$ cat src/verilog/accel_cfg.svh
`ifndef ACCEL_CFG_SVH
`define ACCEL_CFG_SVH

`default_nettype none

// ==============================
// datapath sizes
// ==============================
`define ACCEL_NUM_PE     4   // MAC lanes, one output neuron each
`define ACCEL_OP_W       16  // signed operand and weight
`define ACCEL_ACC_W      40

// ==============================
// control sizes
// ==============================
`define ACCEL_WB_ADDR_W  10  // 1024 weight rows
`define ACCEL_COUNT_W    10
`define ACCEL_SHIFT_W    5
`define ACCEL_DRAIN_CYC  2   // last MAC issue to final accumulator

`default_nettype wire
`endif

$ cat src/verilog/accel_data_pkg.sv
`include "accel_cfg.svh"
`default_nettype none

package accel_data_pkg;

  typedef logic signed [`ACCEL_OP_W-1:0]  operand_t;
  typedef operand_t [`ACCEL_NUM_PE-1:0]   weight_row_t;  // lane i in element i
  typedef logic signed [`ACCEL_ACC_W-1:0] acc_t;
  typedef logic [`ACCEL_COUNT_W-1:0]      count_t;
  typedef logic [`ACCEL_SHIFT_W-1:0]      shift_t;

  localparam int WORD_W    = `ACCEL_NUM_PE * `ACCEL_OP_W;
  localparam int CFG_PAD_W = WORD_W - `ACCEL_COUNT_W - `ACCEL_SHIFT_W - 1;

  // layer header, first word of every layer
  typedef struct packed {
    logic [CFG_PAD_W-1:0] reserved;
    logic                 relu;
    shift_t               shift;
    count_t               in_count;  // low bits
  } stream_cfg_t;

  // same 64 bits, read as cfg by the controller
  // and as packed operands by vector_gen
  typedef union packed {
    stream_cfg_t                  cfg;
    operand_t [`ACCEL_NUM_PE-1:0] data;  // lane 0 goes first
  } stream_word_t;

endpackage

`default_nettype wire

$ cat src/verilog/pe_array.sv
`timescale 1ns/100ps
`include "accel_cfg.svh"
`default_nettype none

module pe_array
  import accel_data_pkg::*;
(
  input  wire              clk,
  input  wire              reset,
  input  wire              acc_clear,
  input  wire              mac_en,
  input  wire operand_t    operand,
  input  wire weight_row_t weight,
  input  wire shift_t      shift,
  input  wire              relu,
  output weight_row_t      out_data
);

  localparam acc_t SAT_MAX = acc_t'((1 << (`ACCEL_OP_W - 1)) - 1);
  localparam acc_t SAT_MIN = acc_t'(-(1 << (`ACCEL_OP_W - 1)));

  operand_t op_d;   // lined up with the registered weight row
  logic     mac_d;
  acc_t     acc    [`ACCEL_NUM_PE];
  acc_t     scaled [`ACCEL_NUM_PE];

  always_ff @(posedge clk)
  begin
    if (reset)
      mac_d <= 1'b0;
    else
      mac_d <= mac_en;
  end

  always_ff @(posedge clk)
  begin
    op_d <= operand;
  end

  // ==============================
  // MAC lanes
  // ==============================
  always_ff @(posedge clk)
  begin
    for (int i = 0; i < `ACCEL_NUM_PE; i++)
    begin
      if (acc_clear)
        acc[i] <= '0;
      else if (mac_d)
        acc[i] <= acc[i] + op_d * $signed(weight[i]);  // same operand on all lanes
    end
  end

  // shift, relu, then clip to operand range
  always_comb
  begin
    for (int i = 0; i < `ACCEL_NUM_PE; i++)
    begin
      scaled[i] = acc[i] >>> shift;
      if (relu && scaled[i] < 0)
        scaled[i] = '0;
      if (scaled[i] > SAT_MAX)
        out_data[i] = operand_t'(SAT_MAX);
      else if (scaled[i] < SAT_MIN)
        out_data[i] = operand_t'(SAT_MIN);
      else
        out_data[i] = operand_t'(scaled[i]);
    end
  end

endmodule

`default_nettype wire

$ cat config.mk
export PLATFORM = sky130hd
export DESIGN_NAME = pe_array
export DESIGN_NICKNAME = d
export VERILOG_FILES = /design/src/verilog/accel_data_pkg.sv /design/src/verilog/pe_array.sv
export VERILOG_INCLUDE_DIRS = /design/src /design/src/verilog
export SDC_FILE = /design/constraint.sdc
export NUM_CORES = 2
export LEC_CHECK = 0
export BUFFER_PORTS_ARGS = -buffer_cell sky130_fd_sc_hd__buf_4
export CORE_ASPECT_RATIO = 0.5
export CORE_MARGIN = 3
export CORE_UTILIZATION = 55
export DETAILED_ROUTE_END_ITERATION = 6
export GPL_TIMING_DRIVEN = 0
export PLACE_DENSITY = 0.77
export SETUP_SLACK_MARGIN = 0.15
export SYNTH_ARGS = -nofsm -noshare
export SYNTH_HDL_FRONTEND = slang
export SYNTH_SLANG_ARGS = --single-unit
$ cat constraint.sdc
create_clock -name clk -period 8.7 [get_ports clk]
set_input_delay 0.435 -clock clk [delete_from_list [all_inputs] [get_ports clk]]
set_output_delay 0.435 -clock clk [all_outputs]
set_load 0.01 [all_outputs]
==> results.py <==
metrics = {
    "cells_and_area": {
        "multi_input_comb_area_mm2": 0.0529,
        "nets": 9250,
        "seq_area_mm2": 0.00515,
        "area_delta_synth_final_pct": 6.30,
        "layout-drive-gt1-share_pct": 7.20,
        "final_util_pct": 59.7,
        "n_fill_cell": 10200,
    },
    "worst_setup_path": {
        "crit_required_ns": 8.98,
        "r2r_end": "acc[2][38]",
        "critPathKind": "register to register",
        "cp-end-kind": "register",
        "ff2ff_setup_slack_ns": 0.05,
        "cp.arrival_ns": 8.92,
        "r2r_cells": 22,
        "crit_path_max_fanout": 10,
        "crit_path_start_kind": "register",
        "crit-reg2reg-launch": "op_d[4]",
    },
    "routing": {
        "drt_wl_total_um": 251000,
        "drt_iter0_drc": 7160,
        "num_vias": 55914,
        "drtAntennaViolNets": 0,
        "wl_per_cell_um": 27.8,
        "detail_route.vias_per_cell": 6.21,
        "dr.pass1.iters": 7,
        "route.detailed.drc": 3,
    },
    "placement": {
        "dp_hpwl_um": 208000,
        "globalplace.congestion": 1.07,
        "portBuffers": 148,
    },
    "sta": {
        "rsz0062_at_grt": "true",
        "setup_viol": 0,
        "relSlewSlack_pct": -0.282,
        "tightestPinTransition_ns": 1.50,
        "finalHoldViolations": 0,
        "clock-skew-final_ns": 0.0371,
        "fmax_ghz": 0.116,
        "fin_crit_ns": 8.65,
        "slew_violations": 10,
        "finalCritPeriodShare_pct": 99.4,
    },
    "synth": {
        "synth-edff-count": 160,
        "ys_seq_area_share_pct": 7.85,
        "syn_area_mm2": 0.0655,
        "syn_inst": 7195,
        "netlist.area_leader.share_pct": 40.3,
        "yosysWarnings": 0,
        "synth_area_leaders": "fa_1, inv_1, ha_1, edfxtp_1, nand2_1",
        "synthArstFlopShare_pct": 0,
        "synth_ff_type": "edfxtp_1",
        "syn_nets": 9065,
        "yosys.area.top_type": "fa_1",
        "synth_cell_types": 88,
        "ys_seq_elements": 177,
        "synth.avg_cell_area_um2": 9.11,
    },
    "min_path": {
        "min_path_cells": 2,
        "min_path_type": "primary input to register",
        "hp-start": "reset",
        "hold_end": "mac_d",
    },
    "global_routing": {
        "antenna_found_initial": 38,
        "grt_usage_pct": 41.2,
        "grt_pass1_vias": 57240,
        "grt_overflow": 0,
        "grt_pass1_wl_um": 371000,
        "grt_max_degree": 55,
    },
    "floorplanning": {
        "die_area_mm2": 0.124,
        "initial_core_util_pct": 56.2,
        "rows": 88,
        "die_w_um": 494,
        "die-height_um": 250,
        "coreArea_mm2": 0.117,
        "ios": 154,
    },
    "clocking": {
        "clk_pin_slew_ns": 0.09,
        "cts_max_level": 4,
        "cts-root-buf": "clkbuf_16",
        "cts_sinks": 177,
        "cts_tree": "done",
        "cts_max_path_buffers": 2,
        "clock_latency_ns": 0.58,
        "cts_made_buffers": 17,
    },
    "status": {
        "violations": "design-rule violations, max-capacitance violations, max-slew violations",
        "status": "finished with violations",
    },
    "job": {
        "drv_cap": 1,
    },
}
## Yosys cell counts (31+ instances only)
| cell | number |
|---|---|
| inv_1 | 1589 |
| fa_1 | 1320 |
| nand2_1 | 820 |
| and2_1 | 484 |
| ha_1 | 460 |
| nor2_1 | 377 |
| clkbuf_1 | 261 |
| a21oi_1 | 235 |
| o21ai_0 | 206 |
| edfxtp_1 | 160 |
| mux2i_1 | 159 |
| mux4_2 | 110 |
| xnor2_1 | 75 |
| a21o_1 | 61 |
| mux2_2 | 58 |
| xor2_1 | 58 |
| a211oi_1 | 57 |
| nor3_1 | 52 |
| a31oi_1 | 49 |
| nand3_1 | 46 |
| buf_2 | 45 |
| nand2b_1 | 34 |
| nor2b_1 | 33 |
| o211ai_1 | 31 |
## critical path: stages (launching register included)
cell and delay [ns]:
dfxtp_1 0.32, clkbuf_1 0.82, buf_1 0.84, nand2_1 0.16, fa_1 0.53, inv_1 0.05, fa_1 0.49, fa_1 0.56
fa_1 0.45, fa_1 0.49, inv_1 0.05, fa_1 0.47, inv_1 0.04, ha_1 0.36, o21ai_0 0.51, nor2_1 0.12
a211o_1 0.26, a31oi_2 0.48, o21ai_1 0.31, a311o_1 0.42, a311oi_1 0.36, or3_1 0.16, a21oi_1 0.07
## cells in the final DEF, fill, tap and decap left out, drive strengths merged, types with 46 or more instances in the layout
cell / Yosys / routed
mux2: 60 / 60
o21ai: 224 / 224
mux2i: 160 / 160
a211oi: 57 / 57
clkbuf: 261 / 270
nand2: 820 / 820
a31oi: 49 / 49
xor2: 58 / 58
buf: 100 / 257
a21oi: 236 / 236
inv: 1591 / 1592
nand3: 46 / 46
nor2: 378 / 378
and2: 486 / 486
fa: 1320 / 1320
ha: 460 / 460
a21o: 61 / 61
xnor2: 75 / 75
edfxtp: 160 / 160
nor3: 53 / 53
mux4: 114 / 114
## how the worst max path moves through the flow
stage,from,cells after the start,slack [ns],to
after floorplan,op_d[15],26,1.74,acc[0][39]
after global placement,op_d[15],26,-1.73,acc[0][39]
after detailed placement,op_d[15],26,-1.26,acc[0][39]
after CTS,op_d[8],22,0.16,acc[3][37]
after global routing,op_d[4],22,0.09,acc[2][38]
final,op_d[4],22,0.05,acc[2][38]
## final cells by class
cell class / instances / share of cell area (%)
diodes: 42 / 0.151
plain buffers: 359 / 2.44
clock buffers: 19 / 0.621
clock inverters: 13 / 0.160
inverters: 1594 / 8.59
multi-input cells: 5063 / 75.9
flip-flops and latches: 177 / 7.39
well taps: 1575 / 2.83
repair buffers: 168 / 1.97
## registers in the layout, indices dropped and copies added, names as in the netlist
register / cells
acc: 160
op_d: 16
mac_d: 1
## timing repair
item / in CTS / in global routing
setup endpoints to repair: 52 / 27
hold buffers: 16 / 0
pin swaps: 0 / 0
gates resized for setup: 52 / 58
buffers inserted: 0 / 0
endpoints found under the hold margin: 16 / 0
## cell families after synthesis
family	count (synthesis)	share of synthesized area (%)
adder cells (fa/ha/maj)	1780	49.1
flip-flops	177	7.85
buffers and inverters	1955	11.6
multiplexers	334	7.44
XOR/XNOR	133	1.78
AO/OA/AOI/OAI	846	8.11
AND/OR/NAND/NOR	1970	14.2
## metal layers
layer | GRT usage [%] | vias to the layer above | wire length (um)
met4 | 17.9 | 14 | 12700
met3 | 19.2 | 833 | 42600
met2 | 57.1 | 4154 | 101000
li1 | - | 22842 | -
met1 | 55.0 | 28071 | 94400
met5 | 1.70 | - | 339
## through the flow
| stage | hold slack (ns) | std cells | TNS (ns) | cell area [um2] | setup slack (ns) |
|---|---|---|---|---|---|
| finish | 0.0410 | 9010 | 0 | 69700 | 0.0547 |
| detailed placement | 0.541 | 8922 | -18.39 | 68700 | -1.26 |
| global route | 0.0313 | 8975 | 0 | 69600 | 0.0867 |
| global placement | 0.539 | 8918 | -49.58 | 68600 | -1.73 |
| floorplan | 0.463 | 7195 | 0 | 65500 | 1.74 |
| CTS | 0.0105 | 8969 | 0 | 69500 | 0.156 |
Power is left out: the tool's default activity adds up to more than one toggle a clock period on the data nets, which glitch-free logic cannot reach.
