`config.mk`:
```
export PLATFORM = sky130hd
export DESIGN_NAME = vector_gen
export DESIGN_NICKNAME = d
export VERILOG_FILES = /design/src/verilog/accel_data_pkg.sv /design/src/verilog/vector_gen.sv
export VERILOG_INCLUDE_DIRS = /design/src /design/src/verilog
export SDC_FILE = /design/constraint.sdc
export NUM_CORES = 1
export LEC_CHECK = 0
export ABC_CLOCK_PERIOD_IN_PS = 8600
export BUFFER_PORTS_ARGS = -buffer_cell sky130_fd_sc_hd__buf_2
export CORE_ASPECT_RATIO = 1.75
export CORE_MARGIN = 3
export CORE_UTILIZATION = 46
export CTS_CLUSTER_SIZE = 40
export DETAILED_ROUTE_END_ITERATION = 12
export GPL_ROUTABILITY_DRIVEN = 0
export PLACE_DENSITY = 0.87
export SYNTH_ARGS = -nofsm -noshare
export SYNTH_HDL_FRONTEND = slang
export SYNTH_SLANG_ARGS = --single-unit
```
`constraint.sdc`:
```
create_clock -name clk -period 8.6 [get_ports clk]
set_input_delay 0.86 -clock clk [delete_from_list [all_inputs] [get_ports clk]]
set_output_delay 0.86 -clock clk [all_outputs]
set_load 0.02 [all_outputs]
```
`src/verilog/accel_cfg.svh`:
```
`ifndef ACCEL_CFG_SVH
`define ACCEL_CFG_SVH

`default_nettype none

// ==============================
// datapath sizes
// ==============================
`define ACCEL_NUM_PE     4   // MAC lanes, one output neuron each
`define ACCEL_OP_W       16  // signed operand and weight
`define ACCEL_ACC_W      40

// ==============================
// control sizes
// ==============================
`define ACCEL_WB_ADDR_W  10  // 1024 weight rows
`define ACCEL_COUNT_W    10
`define ACCEL_SHIFT_W    5
`define ACCEL_DRAIN_CYC  2   // last MAC issue to final accumulator

`default_nettype wire
`endif

```
`src/verilog/accel_data_pkg.sv`:
```
`include "accel_cfg.svh"
`default_nettype none

package accel_data_pkg;

  typedef logic signed [`ACCEL_OP_W-1:0]  operand_t;
  typedef operand_t [`ACCEL_NUM_PE-1:0]   weight_row_t;  // lane i in element i
  typedef logic signed [`ACCEL_ACC_W-1:0] acc_t;
  typedef logic [`ACCEL_COUNT_W-1:0]      count_t;
  typedef logic [`ACCEL_SHIFT_W-1:0]      shift_t;

  localparam int WORD_W    = `ACCEL_NUM_PE * `ACCEL_OP_W;
  localparam int CFG_PAD_W = WORD_W - `ACCEL_COUNT_W - `ACCEL_SHIFT_W - 1;

  // layer header, first word of every layer
  typedef struct packed {
    logic [CFG_PAD_W-1:0] reserved;
    logic                 relu;
    shift_t               shift;
    count_t               in_count;  // low bits
  } stream_cfg_t;

  // same 64 bits, read as cfg by the controller
  // and as packed operands by vector_gen
  typedef union packed {
    stream_cfg_t                  cfg;
    operand_t [`ACCEL_NUM_PE-1:0] data;  // lane 0 goes first
  } stream_word_t;

endpackage

`default_nettype wire

```
`src/verilog/vector_gen.sv`:
```
`timescale 1ns/100ps
`include "accel_cfg.svh"
`default_nettype none

module vector_gen
  import accel_data_pkg::*;
(
  input  wire               clk,
  input  wire               reset,
  input  wire               stream_empty,
  input  wire stream_word_t stream_data,
  input  wire               op_take,
  input  wire               word_take,
  output logic              stream_pop,
  output stream_word_t      word,
  output logic              word_valid,
  output logic              op_valid,
  output operand_t          operand
);

  localparam int LANE_W = (`ACCEL_NUM_PE > 1) ? $clog2(`ACCEL_NUM_PE) : 1;
  localparam logic [LANE_W-1:0] LAST_LANE = LANE_W'(`ACCEL_NUM_PE - 1);

  logic              held;       // a word sits in the register
  logic [LANE_W-1:0] lane;
  logic              word_done;

  assign word_done  = held && (word_take || (op_take && lane == LAST_LANE));
  // refill in the same cycle the old word goes, no bubble
  assign stream_pop = (!held || word_done) && !stream_empty;
  assign word_valid = held;
  assign op_valid   = held;
  assign operand    = word.data[lane];

  always_ff @(posedge clk)
  begin
    if (reset)
    begin
      held <= 1'b0;
      lane <= '0;
    end
    else
    begin
      if (stream_pop)
        held <= 1'b1;
      else if (word_done)
        held <= 1'b0;
      if (word_done)
        lane <= '0;
      else if (op_take && held)
        lane <= lane + 1'b1;
    end
  end

  always_ff @(posedge clk)
  begin
    if (stream_pop)
      word <= stream_data;
  end

endmodule

`default_nettype wire

```
==> flow_metrics.env, run 1 <==
export IMPL_status="completed"
export IMPL_antenna_left=0
export IMPL_post_cts_setup_buffer_count=0
export IMPL_hold_viol_final=0
export IMPL_r2r_start="lane[0]$_SDFFE_PP0P_"
export IMPL_area_growth_pct=40.4
export IMPL_netlist_instances=99
export IMPL_worst_hold_startpoint="op_valid$_SDFFE_PP0P_"
export IMPL_clk_latency_ns=0.32
export IMPL_critPathKind="reg -> out"
export IMPL_holdPathStages=2
export IMPL_htree_num_levels=3
export IMPL_clkTransAtPathRegs_ns=0.07
export IMPL_ios=152
export IMPL_r2r_end="word[56]$_DFFE_PP_"
export IMPL_grt_max_degree=66
export IMPL_dp_cells=300
export IMPL_crit_required_ns=7.74
export IMPL_layout_cells_most_common="buf_2"
export IMPL_die_w_um=61.6
export IMPL_drive_above_1_share=0.676
export IMPL_fin_crit_sh=0.430
export IMPL_peakVddDrop_uv=185
export IMPL_rows=34
export IMPL_mostFrequentLayoutCells="buf_2 (151), edfxtp_1 (64), mux4_2 (9), clkbuf_8 (9), mux4_1 (7)"
export IMPL_grt_first_pass_wirelength_um=7600
export IMPL_dr_first_iter_drc_count=63
export IMPL_crit_path_end_kind="output pin"
export IMPL_n_antenna_cell=0
export IMPL_cts_buffers=9
export IMPL_grt_ovfl_total=0
export IMPL_multiInputGateArea_sq_um=469
export IMPL_start_util=0.488
export IMPL_firstDrtPassIters=4
export IMPL_fillers=364
export IMPL_synth_seq_cells=67
export IMPL_period_needed_ns=3.69
export IMPL_cts_tree="yes"
export IMPL_slowest_delay_ns=1.02
export IMPL_holdPathEnd="op_valid$_SDFFE_PP0P_"
export IMPL_num_vias=1635
export IMPL_clockRootBuffer="clkbuf_8"
export IMPL_setup_viol=0
export IMPL_hold_path_class="reg -> reg"
export IMPL_die_h_um=103
export IMPL_final_util=0.685
export IMPL_p_per_area_nw_per_um2=215
export IMPL_fin_skew_ns=0.00683
export IMPL_stdcell_count=316
export IMPL_avgSynthCellArea_sq_um=25.2
export IMPL_drt_drc_violations_left=0
export IMPL_cp_max_fo=65
export IMPL_synth_fp_nets=169
export IMPL_tns_ns=0
export IMPL_slew_violations=0
export IMPL_slew_headroom=0.299
export IMPL_worst_pin_slew_ns=1.05
export IMPL_die_area_sq_um=6370
export IMPL_cts_resized=0
export IMPL_netlist_area_sq_um=2490
export IMPL_slowest_stage="dfxtp_1"
export IMPL_worst_setup_path_start_kind="flop"
export IMPL_leakage_nw=1.49
export IMPL_final_nets=327
export IMPL_r2r_cells=5
export IMPL_cp_arrival_ns=2.83
export IMPL_hold_buffers=0
export IMPL_cts_sinks=67
export IMPL_crit_chain="ha_1, nand2_1, nand3b_1, nor2b_4, buf_4, buf_2"
export IMPL_reg2reg_slack_ns=5.98
export IMPL_max_freq_mhz=271
export IMPL_cts_path_max_buffers=2
export IMPL_grt_setup_unrepaired="no"
export IMPL_wl_per_cell_um=17.4
export IMPL_place_ws_ns=5.13
export IMPL_coreArea_sq_um=5100
export IMPL_vias_per_cell=5.17
export IMPL_grt_pass1_vias=1582
export IMPL_cap_violations=0
export IMPL_antenna_found_initial=0
export IMPL_setup_ws_ns=4.91
export IMPL_power_mw=0.751
export IMPL_ff_latch_area_sq_um=1980
export IMPL_wl_um=5510
export IMPL_portBuffers=151
export IMPL_yosys_warnings=0
export IMPL_synth_cell_types=18
export IMPL_track_usage=0.173
export IMPL_ys_seq_area_frac=0.795
==> where the power goes <==
| group | leakage [nW] | total, mW | switching [mW] | internal [mW] |
|---|---|---|---|---|
| registers | 0.644 | 0.390 | 0.0100 | 0.380 |
| logic | 0.739 | 0.0885 | 0.0530 | 0.0355 |
| clock network | 0.103 | 0.272 | 0.110 | 0.162 |
| total | 1.49 | 0.751 | 0.173 | 0.578 |
==> cells in the mapped netlist <==
cell | number | area [sq um]
buf_2 | 2 | 10.0
dfxtp_1 | 3 | 60.1
nor2b_1 | 1 | 6.26
mux2i_1 | 1 | 10.0
nand2_1 | 1 | 3.75
a22oi_1 | 1 | 7.51
mux4_1 | 7 | 184
mux4_2 | 9 | 203
o21ai_0 | 1 | 5.00
edfxtp_1 | 64 | 1920
buf_12 | 1 | 20.0
buf_6 | 1 | 11.3
a21oi_1 | 1 | 5.00
ha_1 | 1 | 12.5
nor2_1 | 2 | 7.51
nor4bb_1 | 1 | 10.0
nand3b_1 | 1 | 7.51
buf_4 | 1 | 7.51
==> cell type report <==
type	instances	share of cell area
Sequential cell	67	0.567
Timing Repair Buffer	152	0.218
Multi-Input combinational cell	27	0.134
Clock buffer	9	0.0354
Clock inverter	7	0.0265
Tap cell	54	0.0193
==> layer usage <==
metal  up-vias  part of all wire  global-route usage
li1        745                 -                   -
met1       767              0.32               0.160
met2       110              0.55               0.312
met3        13              0.11              0.0621
met4         0             0.025              0.0964
met5         -                 0                   0
==> per-stage QoR <==
stage	area, sq um	hold slack, ns
after floorplan	2490	0.570
after global placement	3280	0.527
after detailed placement	3280	0.551
after CTS	3500	0.560
after global routing	3500	0.592
final	3500	0.561
==> sequential cells by signal, indices dropped and copies added, names as in the netlist <==
register,flops
lane,2
word,64
op_valid,1
==> logic make-up after synthesis <==
logic type                 Yosys count  share of synthesized area
AOI/OAI and AO/OA                    3                    0.00703
adders and majority gates            1                    0.00502
DFF                                 67                      0.795
buffers and inverters                5                     0.0196
muxes                               17                      0.159
and+or+nand+nor                      6                     0.0141
==> worst max-delay path by stage <==
stage                                     from    endpoint  slack [ns]  depth (start not counted)
after CTS                 lane[0]$_SDFFE_PP0P_  stream_pop        4.77                          6
after floorplan                        op_take  stream_pop        3.63                          3
after global routing      lane[0]$_SDFFE_PP0P_  stream_pop        4.59                          6
after detailed placement  lane[0]$_SDFFE_PP0P_  stream_pop        5.13                          6
final                     lane[0]$_SDFFE_PP0P_  stream_pop        4.91                          6
after global placement    lane[0]$_SDFFE_PP0P_  stream_pop        5.20                          6
==> critical path, delay by kind of cell (launching register included) <==
kind	cells	cell delay (ns)
adders and majority gates	1	0.30
buffers and inverters	2	0.90
DFF	1	1.02
and+or+nand+nor	3	0.29
Note: power is estimated with default switching activity, not from simulation.
==> run 2, diff against run 1 <==
--- a/config.mk
+++ b/config.mk
@@ -6,15 +6,16 @@
 export SDC_FILE = /design/constraint.sdc
 export NUM_CORES = 1
 export LEC_CHECK = 0
-export ABC_CLOCK_PERIOD_IN_PS = 8600
+export ABC_AREA = 1
+export ABC_CLOCK_PERIOD_IN_PS = 3000
 export BUFFER_PORTS_ARGS = -buffer_cell sky130_fd_sc_hd__buf_2
 export CORE_ASPECT_RATIO = 1.75
 export CORE_MARGIN = 3
-export CORE_UTILIZATION = 46
+export CORE_UTILIZATION = 40
 export CTS_CLUSTER_SIZE = 40
 export DETAILED_ROUTE_END_ITERATION = 12
 export GPL_ROUTABILITY_DRIVEN = 0
-export PLACE_DENSITY = 0.87
+export PLACE_DENSITY = 0.78
 export SYNTH_ARGS = -nofsm -noshare
 export SYNTH_HDL_FRONTEND = slang
 export SYNTH_SLANG_ARGS = --single-unit
==> constraint.sdc (replaced) <==
create_clock -name clk -period 3 [get_ports clk]
set_input_delay 0.3 -clock clk [delete_from_list [all_inputs] [get_ports clk]]
set_output_delay 0.3 -clock clk [all_outputs]
set_load 0.02 [all_outputs]
==> flow_metrics.env, run 2 <==
export IMPL_holdPathEnd="op_valid$_SDFFE_PP0P_"
export IMPL_mostFrequentLayoutCells="buf_2 (151), nand2_1 (106), edfxtp_1 (64)"
export IMPL_cp_arrival_ns=1.86
export IMPL_leakage_nw=1.85
export IMPL_yosys_most_used_dff="edfxtp_1"
export IMPL_yosys_warnings=0
export IMPL_n_antenna_cell=0
export IMPL_grt_first_pass_wirelength_um=10200
export IMPL_ios=152
export IMPL_r2r_cells=6
export IMPL_grt_setup_unrepaired="no"
export IMPL_switching_share=0.234
export IMPL_die_w_um=68.9
export IMPL_firstDrtPassIters=8
export IMPL_rows=39
export IMPL_cts_path_max_buffers=2
export IMPL_fin_skew_ns=0.00325
export IMPL_critPathKind="reg -> out"
export IMPL_post_cts_setup_buffer_count=0
export IMPL_fin_crit_sh=0.719
export IMPL_top_register="word"
export IMPL_critical_path_top_delay_family="buffers and inverters"
export IMPL_synth_async_reset_ratio=0
export IMPL_grt_max_degree=51
export IMPL_crit_chain="buf_4, inv_2, nand2_1, nand2_1, nand2_1, nand2_1, buf_2"
export IMPL_drt_drc_violations_left=0
export IMPL_worst_setup_path_start_kind="flop"
export IMPL_worst_pin_slew_ns=0.632
export IMPL_final_nets=454
export IMPL_setup_viol=0
export IMPL_netlist_instances=230
export IMPL_slew_headroom=0.578
export IMPL_dr_first_iter_drc_count=116
export IMPL_cts_buffers=9
export IMPL_p_per_area_nw_per_um2=647
export IMPL_num_vias=2176
export IMPL_p_sw_mw=0.587
export IMPL_synth_edff_count=64
export IMPL_synth_fp_nets=300
export IMPL_slowest_delay_ns=0.45
export IMPL_synth_area_leaders="edfxtp_1 (69%), nand2_1 (14%), o211ai_2 (4.5%)"
export IMPL_grt_pass1_vias=2053
export IMPL_slew_violations=0
export IMPL_setup_ws_ns=0.844
export IMPL_place_ws_ns=1.16
export IMPL_layout_cells_most_common="buf_2"
export IMPL_netlist_area_sq_um=2770
export IMPL_intPower_mw=1.92
export IMPL_r2r_start="lane[1]$_SDFFE_PP0P_"
export IMPL_drive_above_1_share=0.468
export IMPL_avgSynthCellArea_sq_um=12.0
export IMPL_hold_viol_final=0
export IMPL_vias_per_cell=4.62
export IMPL_ys_seq_area_frac=0.716
export IMPL_worst_hold_startpoint="reset"
export IMPL_tns_ns=0
export IMPL_yosysTopAreaCell="edfxtp_1"
export IMPL_holdPathStages=2
export IMPL_clockRootBuffer="clkbuf_16"
export IMPL_status="completed"
export IMPL_area_growth_pct=40.1
export IMPL_largest_register_ffs=64
export IMPL_reg2reg_slack_ns=1.21
export IMPL_synthDominantCellAreaShare=0.694
export IMPL_track_usage=0.183
export IMPL_r2r_end="word[51]$_DFFE_PP_"
export IMPL_dpl_hpwl_um=5290
export IMPL_pwr_share_seq=0.447
export IMPL_synth_commonest_cells="nand2_1 (106), edfxtp_1 (64), inv_1 (21)"
export IMPL_synth_cell_types=15
export IMPL_period_needed_ns=2.16
export IMPL_cts_resized=0
export IMPL_antenna_found_initial=0
export IMPL_crit_required_ns=2.70
export IMPL_critPathMostFrequentCell="nand2_1"
export IMPL_coreArea_sq_um=6640
export IMPL_grt_ovfl_total=0
export IMPL_synth_seq_cells=67
export IMPL_hold_buffers=0
export IMPL_max_freq_mhz=464
export IMPL_portBuffers=151
export IMPL_cts_sinks=67
export IMPL_pwr_share_clk=0.425
export IMPL_power_frac_comb=0.128
export IMPL_clkTransAtPathRegs_ns=0.05
export IMPL_cts_tree="yes"
export IMPL_cap_violations=0
export IMPL_antenna_left=0
export IMPL_crit_path_end_kind="output pin"
export IMPL_htree_num_levels=3
export IMPL_clk_latency_ns=0.32
export IMPL_hold_path_class="in -> reg"
export IMPL_synth_most_common_cell="nand2_1"
export IMPL_wl_per_cell_um=15.0
export IMPL_die_area_sq_um=8000
export IMPL_die_h_um=116
export IMPL_slowest_stage="buf_4"
export IMPL_start_util=0.417
export IMPL_worst_path_buf_inv=3
export IMPL_peakVddDrop_uv=485
export IMPL_cp_max_fo=50
export IMPL_wl_um=7050
[run 2: cell types whose count changed after synthesis, moves of 6 or more]
cell,before,now
o211ai_1,0,6
nand2_1,1,106
o211ai_2,0,10
mux4_2,9,0
mux4_1,7,0
inv_1,0,21
[run 2: how the worst max path moves through the flow]
stage	startpoint	endpoint	depth (start not counted)
after global placement	lane[0]$_SDFFE_PP0P_	operand[4]	7
after global routing	lane[0]$_SDFFE_PP0P_	operand[4]	7
final	lane[0]$_SDFFE_PP0P_	operand[4]	7
after CTS	lane[0]$_SDFFE_PP0P_	operand[4]	7
after detailed placement	lane[0]$_SDFFE_PP0P_	operand[4]	7
after floorplan	lane[0]$_SDFFE_PP0P_	word[0]$_DFFE_PP_	5
[run 2: power groups by stage]
stage / registers [mW] / logic [mW] / clock network [mW]
6_report: 1.12 / 0.321 / 1.07
5_1_grt: 1.13 / 0.349 / 1.15
4_1_cts: 1.12 / 0.326 / 1.10
3_5_place_dp: 1.14 / 0.325 / 0
3_3_place_gp: 1.14 / 0.319 / 0
2_1_floorplan: 1.21 / 0.124 / 0
[run 2: cell families (layout without fill, tap and decap cells)]
family	Yosys count	in the layout	share of synthesized area
compound gates	17	17	0.0633
fa+ha+maj	1	1	0.00452
buf+inv	34	193	0.0646
flops	67	67	0.716
simple gates	111	111	0.152
[run 2: area by class of cell]
| type | instances | area (sq um) |
|---|---|---|
| Fill cell | 594 | 2760 |
| Sequential cell | 67 | 1980 |
| Timing Repair Buffer | 154 | 791 |
| Multi-Input combinational cell | 129 | 608 |
| Clock buffer | 9 | 225 |
| Tap cell | 82 | 103 |
| Inverter | 23 | 86.3 |
| Clock inverter | 7 | 82.6 |
[run 2: layer usage]
metal	GRT usage	share of wire	vias up
met5	0	0	-
met4	0.103	0.038	0
met3	0.0708	0.065	19
met2	0.287	0.54	90
met1	0.209	0.36	992
li1	-	-	1075
[run 2: per-stage QoR]
stage / instance area [sq um] / hold slack (ns) / total power [mW] / cells / util
final: 3880 / 0.148 / 2.51 / 471 / 0.584
after global routing: 3880 / 0.129 / 2.62 / 471 / 0.584
after CTS: 3880 / 0.131 / 2.54 / 471 / 0.584
after detailed placement: 3570 / 0.478 / 1.46 / 455 / 0.538
after global placement: 3570 / 0.471 / 1.46 / 455 / 0.538
after floorplan: 2770 / 0.369 / 1.33 / 230 / -
