`src/verilog/accel_cfg.svh`:
```
`ifndef ACCEL_CFG_SVH
`define ACCEL_CFG_SVH

`default_nettype none

// ==============================
// datapath sizes
// ==============================
`define ACCEL_NUM_PE     4   // MAC lanes, one output neuron each
`define ACCEL_OP_W       16  // signed operand and weight
`define ACCEL_ACC_W      40

// ==============================
// control sizes
// ==============================
`define ACCEL_WB_ADDR_W  10  // 1024 weight rows
`define ACCEL_COUNT_W    10
`define ACCEL_SHIFT_W    5
`define ACCEL_DRAIN_CYC  2   // last MAC issue to final accumulator

`default_nettype wire
`endif

```
`src/verilog/accel_data_pkg.sv`:
```
`include "accel_cfg.svh"
`default_nettype none

package accel_data_pkg;

  typedef logic signed [`ACCEL_OP_W-1:0]  operand_t;
  typedef operand_t [`ACCEL_NUM_PE-1:0]   weight_row_t;  // lane i in element i
  typedef logic signed [`ACCEL_ACC_W-1:0] acc_t;
  typedef logic [`ACCEL_COUNT_W-1:0]      count_t;
  typedef logic [`ACCEL_SHIFT_W-1:0]      shift_t;

  localparam int WORD_W    = `ACCEL_NUM_PE * `ACCEL_OP_W;
  localparam int CFG_PAD_W = WORD_W - `ACCEL_COUNT_W - `ACCEL_SHIFT_W - 1;

  // layer header, first word of every layer
  typedef struct packed {
    logic [CFG_PAD_W-1:0] reserved;
    logic                 relu;
    shift_t               shift;
    count_t               in_count;  // low bits
  } stream_cfg_t;

  // same 64 bits, read as cfg by the controller
  // and as packed operands by vector_gen
  typedef union packed {
    stream_cfg_t                  cfg;
    operand_t [`ACCEL_NUM_PE-1:0] data;  // lane 0 goes first
  } stream_word_t;

endpackage

`default_nettype wire

```
`src/verilog/accel_ctrl_pkg.sv`:
```
`include "accel_cfg.svh"
`default_nettype none

package accel_ctrl_pkg;

  typedef enum logic [2:0] {
    IDLE,
    CONFIG,  // wait for the layer header
    RUN,     // one MAC per valid operand
    DRAIN,
    WRITE,   // push result, waits on out_full
    FINISH
  } ctrl_state_t;

  typedef logic [`ACCEL_WB_ADDR_W-1:0] wb_addr_t;

endpackage

`default_nettype wire

```
`src/verilog/accel_controller.sv`:
```
`timescale 1ns/100ps
`include "accel_cfg.svh"
`default_nettype none

module accel_controller
  import accel_data_pkg::*;
  import accel_ctrl_pkg::*;
(
  input  wire               clk,
  input  wire               reset,
  input  wire               start,
  input  wire stream_word_t word,
  input  wire               word_valid,
  input  wire               op_valid,
  input  wire               out_full,
  output logic              done,
  output logic              op_take,
  output logic              word_take,
  output wb_addr_t          rd_addr,
  output logic              acc_clear,
  output logic              mac_en,
  output shift_t            shift,
  output logic              relu,
  output logic              out_push
);

  localparam int DRAIN_W = $clog2(`ACCEL_DRAIN_CYC + 1);
  localparam logic [DRAIN_W-1:0] DRAIN_LAST = DRAIN_W'(`ACCEL_DRAIN_CYC - 1);

  ctrl_state_t        state;
  count_t             in_count;
  count_t             op_cnt;     // operands issued this layer
  logic [DRAIN_W-1:0] drain_cnt;
  logic               cfg_load;
  logic               last_op;

  assign cfg_load  = (state == CONFIG) && word_valid;
  assign last_op   = (op_cnt == in_count - count_t'(1));
  assign mac_en    = (state == RUN) && op_valid;
  assign op_take   = mac_en && !last_op;
  assign word_take = cfg_load || (mac_en && last_op);  // drop leftover lanes
  assign acc_clear = cfg_load;
  assign rd_addr   = wb_addr_t'(op_cnt);  // weight row k for operand k
  assign out_push  = (state == WRITE) && !out_full;
  assign done      = (state == FINISH);

  // ==============================
  // layer sequencing
  // ==============================
  always_ff @(posedge clk)
  begin
    if (reset)
    begin
      state     <= IDLE;
      op_cnt    <= '0;
      drain_cnt <= '0;
    end
    else
    begin
      case (state)
        IDLE:
          if (start)
            state <= CONFIG;
        CONFIG:
          if (word_valid)
          begin
            op_cnt <= '0;
            // empty layer skips straight to the result
            state  <= (word.cfg.in_count == '0) ? DRAIN : RUN;
          end
        RUN:
          if (mac_en)
          begin
            op_cnt <= op_cnt + count_t'(1);
            if (last_op)
              state <= DRAIN;
          end
        DRAIN:
          if (drain_cnt == DRAIN_LAST)
          begin
            drain_cnt <= '0;
            state     <= WRITE;
          end
          else
            drain_cnt <= drain_cnt + 1'b1;
        WRITE:
          if (!out_full)
            state <= FINISH;
        FINISH:
          state <= IDLE;  // done pulses here
        default:
          state <= IDLE;
      endcase
    end
  end

  // header fields, held for the whole layer
  always_ff @(posedge clk)
  begin
    if (cfg_load)
    begin
      in_count <= word.cfg.in_count;
      shift    <= word.cfg.shift;
      relu     <= word.cfg.relu;
    end
  end

endmodule

`default_nettype wire

```
`config.mk`:
```
export PLATFORM = sky130hd
export DESIGN_NAME = accel_controller
export DESIGN_NICKNAME = d
export VERILOG_FILES = /design/src/verilog/accel_data_pkg.sv /design/src/verilog/accel_ctrl_pkg.sv /design/src/verilog/accel_controller.sv
export VERILOG_INCLUDE_DIRS = /design/src /design/src/verilog
export SDC_FILE = /design/constraint.sdc
export NUM_CORES = 1
export LEC_CHECK = 0
export BUFFER_PORTS_ARGS = -buffer_cell sky130_fd_sc_hd__buf_2
export CAP_MARGIN = 20
export CORE_UTILIZATION = 48
export CTS_BUF_LIST = sky130_fd_sc_hd__clkbuf_2
export CTS_CLUSTER_DIAMETER = 120
export DETAILED_ROUTE_END_ITERATION = 10
export PLACE_DENSITY = 0.86
export SYNTH_ARGS = -nofsm -noshare
export SYNTH_HDL_FRONTEND = slang
export SYNTH_SLANG_ARGS = --single-unit
```
`constraint.sdc`:
```
create_clock -name clk -period 3.6 [get_ports clk]
set_clock_uncertainty 0.15 [all_clocks]
set_input_delay 0.18 -clock clk [delete_from_list [all_inputs] [get_ports clk]]
set_output_delay 0.18 -clock clk [all_outputs]
set_load 0.01 [all_outputs]
```
==> results of run 1 <==
-- cell usage after synthesis, drive strengths merged, types with 3 or more instances --
library cell,number
edfxtp,16
nand2b,4
a31oi,3
buf,4
nand4,3
nor2,18
nand2,7
o21ai,4
xnor2,7
inv,9
a211oi,3
xor2,16
a21oi,3
nor4,5
nand3,6
dfxtp,15
nor3,4
-- repair_timing --
| action | in CTS | in global routing |
|---|---|---|
| setup endpoints to repair | 0 | 0 |
| hold buffers | 17 | 0 |
| hold endpoints to repair | 23 | 0 |
-- sequential cells by signal, indices dropped and copies added, names as in the netlist --
signal     count
state          3
shift          5
in_count      10
relu           1
rd_addr       10
drain_cnt      2
-- path summary, 6_finish.rpt --
path	startpoint	end	slack, ps
worst max-delay path	in_count[0]	word_take	620
worst min-delay path	start	state[0]	100
worst max register to register	in_count[0]	state[0]	1280
worst min register to register	drain_cnt[1]	drain_cnt[1]	290
-- area by class of cell --
| cell class | count | area (sq um) | area share, % |
|---|---|---|---|
| Tap cell | 44 | 55.1 | 2.67 |
| Clock inverter | 2 | 7.51 | 0.364 |
| Timing Repair Buffer | 60 | 385 | 18.7 |
| Multi-Input combinational cell | 113 | 771 | 37.4 |
| Clock buffer | 6 | 30.0 | 1.46 |
| Inverter | 9 | 33.8 | 1.64 |
| Sequential cell | 31 | 781 | 37.8 |
-- worst max-delay path: cells and delay by family (launching register included) --
kind	cells	cell delay, ps
AOI/OAI and AO/OA	2	390
xor gates and xnor gates	1	150
adders and majority gates	1	260
buffers and inverters	2	250
DFF	1	470
and+or+nand+nor	3	780
-- cell families after synthesis --
logic type	share of synthesized area [%]
simple gates	21.6
flops	48.6
compound gates	10.3
xor+xnor	12.5
buf+inv	3.50
mux	1.95
fa+ha+maj	1.56
-- stage by stage --
stage	setup slack [ps]	total power, uW	std cells	area [sq um]
floorplan	1380	678	158	1610
global placement	1060	739	240	1860
detailed placement	1060	745	240	1860
CTS	599	915	265	2060
global route	349	975	265	2060
finish	624	913	265	2060
-- power groups by stage --
stage	combinational, uW	sequential, uW	clock [uW]
2_1_floorplan	218	460	0
6_report	270	484	159
3_5_place_dp	254	491	0
4_1_cts	270	483	162
3_3_place_gp	249	490	0
5_1_grt	302	493	180
-- metal layers --
metal | vias to the layer above | part of all wire, % | track usage, %
met4 | 0 | 0.68 | 7.31
met3 | 4 | 4.1 | 6.06
met1 | 636 | 44 | 26.8
met5 | - | 0 | 0
li1 | 699 | - | -
met2 | 29 | 51 | 33.8
==> run_results.csv, run 1 <==
group,metric,value,unit
sta,whs,104,ps
outcome,outcome,"completed",
logic_synthesis,syn_nets,230,
worst_setup_path,cpMaxStageDelayCell,"edfxtp_1",
worst_setup_path,critPathKind,"reg2out",
detailed_routing,totalWireLength,3380,um
clock_network,clkTransAtPathRegs,150,ps
sta,finalHoldViolCount,0,
worst_setup_path,end_kind,"output port",
floorplanning,design.core.area,0.00310,sq mm
detailed_routing,drc,0,
sta,fin_setup_tns,0,ps
logic_synthesis,synthFlopType,"edfxtp_1",
layout,fin_util,66.5,%
global_route,grt_antenna_before_repair,0,
clock_network,clk_latency,350,ps
floorplanning,ios,92,
detailed_routing,vias,1368,
worst_hold_path,whs_path_depth,4,
power_and_ir_drop,combPwrFrac,29.5,%
global_route,grt_usage,21.0,%
power_and_ir_drop,peakVddDrop,0.000308,V
layout,mostFrequentLayoutCells,"buf_2, nor2_1, dlygate4sd3_1",
power_and_ir_drop,switching_share,34.6,%
floorplanning,fp.dieW,59.9,um
place,place_hpwl,2320,um
power_and_ir_drop,power_density,442,mW/mm^2
clock_network,cts_resized,0,
global_route,overflow,0,
worst_setup_path,worstPathArrival,2650,ps
detailed_routing,ant_nets,0,
flow_run,max_cap_violations,0,
logic_synthesis,synthArstFlopShare,0,%
floorplanning,die-area,0.00359,sq mm
detailed_routing,viasPerCell,5.16,
detailed_routing,drtIter0Drc,100,
sta,setup_viol,0,
logic_synthesis,synthTopCellsByArea,"edfxtp_1, dfxtp_1, xor2_1",
power_and_ir_drop,leakage,0.000857,uW
clock_network,cts.sinks,31,
logic_synthesis,synth-edff-count,16,
floorplanning,die_y,59.9,um
global_route,grt_pass1_wl,5490,um
power_and_ir_drop,intPower,597,uW
layout,area_delta_synth_final,28.3,%
layout,drive_gt1_share,23.5,%
logic_synthesis,yosysTopAreaCell,"edfxtp_1",
place,gp_routability_congestion,0.794,
power_and_ir_drop,p_seq_share,53.0,%
sta,tightest_slew,600,ps
layout,nFillCells,267,
layout,final_common_cell,"buf_2",
sta,slew_headroom,60.0,%
logic_synthesis,synth_cell_types,43,
worst_hold_path,hold_path.class,"in2reg",
logic_synthesis,netlist_area,0.00161,sq mm
logic_synthesis,synth_cells,158,
worst_setup_path,worstPathMaxFanout,6,
detailed_routing,drt-pass1-iter-count,4,
detailed_routing,wire_per_inst,12.8,um
clock_network,numCtsBuffers,5,
logic_synthesis,ys_ff_latch,31,
power_and_ir_drop,p_clk_share,17.4,%
worst_setup_path,cp.required,3270,ps
clock_network,post_cts_buffers,0,
worst_setup_path,cp-start-kind,"register",
sta,min_period,2980,ps
sta,rsz0062_at_grt,"no",
global_route,grt_pass1_vias,1210,
logic_synthesis,avgSynthCellArea,10.2,sq um
floorplanning,initial_utilization,51.8,%
clock_network,root_buffer,"clkbuf_2",
worst_setup_path,slowest_delay,470,ps
logic_synthesis,synth-seq-area-share,48.6,%
layout,nets,292,
logic_synthesis,synth_top_area_share,29.9,%
global_route,grt_max_degree,18,
worst_setup_path,cp_cell_sequence,"inv_1 -> ha_1 -> nor4b_4 -> nand3b_1 -> xnor2_1 -> nor4_1 -> o21ai_1 -> o21ai_0 -> buf_2",
layout,n_antenna_cell,0,
worst_setup_path,r2r_cells,8,
clock_network,cts_tree,"done",
power_and_ir_drop,p_sw,316,uW
sta,period_share,82.7,%
clock_network,cts_buffer_depth,2,
sta,slew_violations,0,
clock_network,cts_htree_levels,2,
place,port_buffers,43,
sta,max_clock_freq,0.336,GHz
logic_synthesis,yosys_warnings,0,
floorplanning,num_rows,20,
(Power assumes the default switching activity.)
==> run 2: changes to the inputs <==
--- a/config.mk
+++ b/config.mk
@@ -8,11 +8,11 @@
 export LEC_CHECK = 0
 export BUFFER_PORTS_ARGS = -buffer_cell sky130_fd_sc_hd__buf_2
 export CAP_MARGIN = 20
-export CORE_UTILIZATION = 48
+export CORE_UTILIZATION = 45
 export CTS_BUF_LIST = sky130_fd_sc_hd__clkbuf_2
 export CTS_CLUSTER_DIAMETER = 120
 export DETAILED_ROUTE_END_ITERATION = 10
-export PLACE_DENSITY = 0.86
+export PLACE_DENSITY = 0.82
 export SYNTH_ARGS = -nofsm -noshare
 export SYNTH_HDL_FRONTEND = slang
 export SYNTH_SLANG_ARGS = --single-unit
==> constraint.sdc (replaced) <==
create_clock -name clk -period 2.8 [get_ports clk]
set_clock_uncertainty 0.15 [all_clocks]
set_input_delay 0.14 -clock clk [delete_from_list [all_inputs] [get_ports clk]]
set_output_delay 0.14 -clock clk [all_outputs]
set_load 0.01 [all_outputs]
==> run 2 against run 1 <==
Compared with the run above: worst hold slack worse by 58 ps; clock power up 30%; non-clock buffer count up 4; sequential share of layout area down 1.1 points; register-to-register slack worse by 500 ps; worst setup slack worse by 460 ps; sequential cell count unchanged; cell count up 2.3%; via count up 3.4%; core utilization down 3.8 points; global-route usage down 0.37 points; critical path type unchanged; critical endpoint is now op_take; largest cell class is now multi-input gates; largest power group unchanged.
==> run_results.csv, run 2 (synthesis gave the netlist of run 1 again) <==
group,metric,value,unit
outcome,outcome,"completed",
sta,finalHoldViolCount,0,
clock_network,cts_htree_levels,2,
place,postPlaceCellArea,0.00186,sq mm
worst_setup_path,cp-start-kind,"register",
clock_network,clk_latency,360,ps
layout,nets,296,
detailed_routing,drt-pass1-iter-count,4,
clock_network,cts_tree,"done",
sta,max_clock_freq,0.380,GHz
layout,fin_cells,271,
power_and_ir_drop,combPwrFrac,30.7,%
layout,final_cell_area,0.00212,sq mm
power_and_ir_drop,intPower,775,uW
worst_setup_path,worstPathMaxFanout,7,
global_route,grt_pass1_wl,5560,um
worst_setup_path,end_kind,"output port",
layout,drive_gt1_share,27.6,%
worst_setup_path,crit_cells,8,
floorplanning,num_rows,21,
worst_setup_path,r2r_cells,7,
detailed_routing,drc,0,
power_and_ir_drop,power_density,562,mW/mm^2
detailed_routing,ant_nets,0,
sta,period_share,94.0,%
layout,n_antenna_cell,0,
place,placed_cells,242,
global_route,overflow,0,
sta,whs,45.4,ps
floorplanning,fp.dieW,61.8,um
power_and_ir_drop,p_clk_share,17.3,%
global_route,grt_max_degree,18,
power_and_ir_drop,peakVddDrop,0.000362,V
sta,slew_headroom,60.3,%
detailed_routing,totalWireLength,3610,um
power_and_ir_drop,p_seq_share,52.1,%
worst_setup_path,worstPathArrival,2340,ps
worst_hold_path,whs_path_depth,4,
worst_setup_path,critPathKind,"reg2out",
sta,tightest_slew,595,ps
clock_network,clkTransAtPathRegs,150,ps
global_route,grt_usage,20.6,%
power_and_ir_drop,leakage,0.000876,uW
place,gp_routability_congestion,0.884,
sta,fin_setup_tns,0,ps
sta,rsz0062_at_grt,"no",
sta,slew_violations,0,
floorplanning,ios,92,
clock_network,root_buffer,"clkbuf_2",
floorplanning,initial_utilization,47.4,%
detailed_routing,drtIter0Drc,100,
worst_setup_path,rrSetupSlack,780,ps
clock_network,cts_buffer_depth,2,
layout,nFillCells,283,
worst_setup_path,cp_cell_sequence,"nor4b_4 -> buf_4 -> nand3b_1 -> xnor2_1 -> nor4_2 -> o21ai_2 -> and2_1 -> buf_2",
global_route,grt_pass1_vias,1288,
layout,area_delta_synth_final,32.1,%
floorplanning,design.core.area,0.00339,sq mm
layout,final_common_cell,"buf_2",
worst_setup_path,cpMaxStageDelayCell,"edfxtp_1",
worst_setup_path,slowest_delay,550,ps
power_and_ir_drop,switching_share,35.0,%
worst_setup_path,cp.required,2510,ps
floorplanning,die-area,0.00382,sq mm
worst_setup_path,critical_path_buf_inv_count,2,
power_and_ir_drop,p_sw,418,uW
layout,mostFrequentLayoutCells,"buf_2, nor2_1, dlygate4sd3_1",
clock_network,cts.sinks,31,
place,place_hpwl,2390,um
place,port_buffers,43,
detailed_routing,vias,1415,
sta,setup_viol,0,
worst_setup_path,cp_top_family,"simple AND/OR/NAND/NOR gates",
detailed_routing,viasPerCell,5.22,
sta,min_period,2630,ps
clock_network,numCtsBuffers,5,
global_route,grt_antenna_before_repair,0,
worst_hold_path,hold_path.class,"in2reg",
floorplanning,die_y,61.8,um
detailed_routing,wire_per_inst,13.3,um
flow_run,max_cap_violations,0,
## run 2: worst paths after layout
kind	startpoint	end
worst max-delay path	in_count[2]	op_take
worst min-delay path	start	state[0]
worst max register to register	in_count[2]	state[0]
worst min register to register	drain_cnt[1]	drain_cnt[1]
## run 2: layout make-up
cell class | instances | area (sq um) | area share, %
clock buffer | 6 | 30.0 | 1.41
clock inverter | 2 | 7.51 | 0.353
inverter | 9 | 33.8 | 1.59
sequential | 31 | 781 | 36.7
tap | 46 | 57.6 | 2.71
multi-input combinational | 113 | 800 | 37.6
timing repair buffer | 64 | 415 | 19.6
## run 2: power by group through the flow
stage / sequential, uW / clock (uW) / combinational [uW]
detailed placement: 631 / 0 / 324
CTS: 618 / 212 / 350
floorplan: 591 / 0 / 281
finish: 622 / 206 / 366
global placement: 630 / 0 / 321
global route: 632 / 225 / 406
## run 2: metrics by stage
step / setup WS [ps] / utilization [%] / total power [uW]
after floorplan: 620 / - / 872
after global placement: 353 / 54.8 / 951
after CTS: 11.2 / 61.5 / 1180
after global routing: 13.9 / 62.7 / 1260
final: 167 / 62.7 / 1190
after detailed placement: 310 / 54.8 / 955
## run 2: timing repair
action | CTS | global route
pin swaps | 1 | 4
endpoints found under the hold margin | 23 | 0
endpoints found under the setup margin | 2 | 2
hold buffers | 17 | 0
setup buffers | 2 | 2
gates resized for setup | 1 | 7
## run 2: worst min-delay path: stages
cell and delay [ps]:
buf_2 110, mux2i_1 100, or4_1 110, o22ai_1 60
## run 2: routing by layer
layer | GRT usage (%) | up-vias | routed length [um]
met5 | 0 | - | 0
met1 | 24.1 | 677 | 1580
li1 | - | 702 | -
met4 | 5.71 | 0 | 32
met2 | 35.8 | 33 | 1820
met3 | 7.25 | 3 | 180
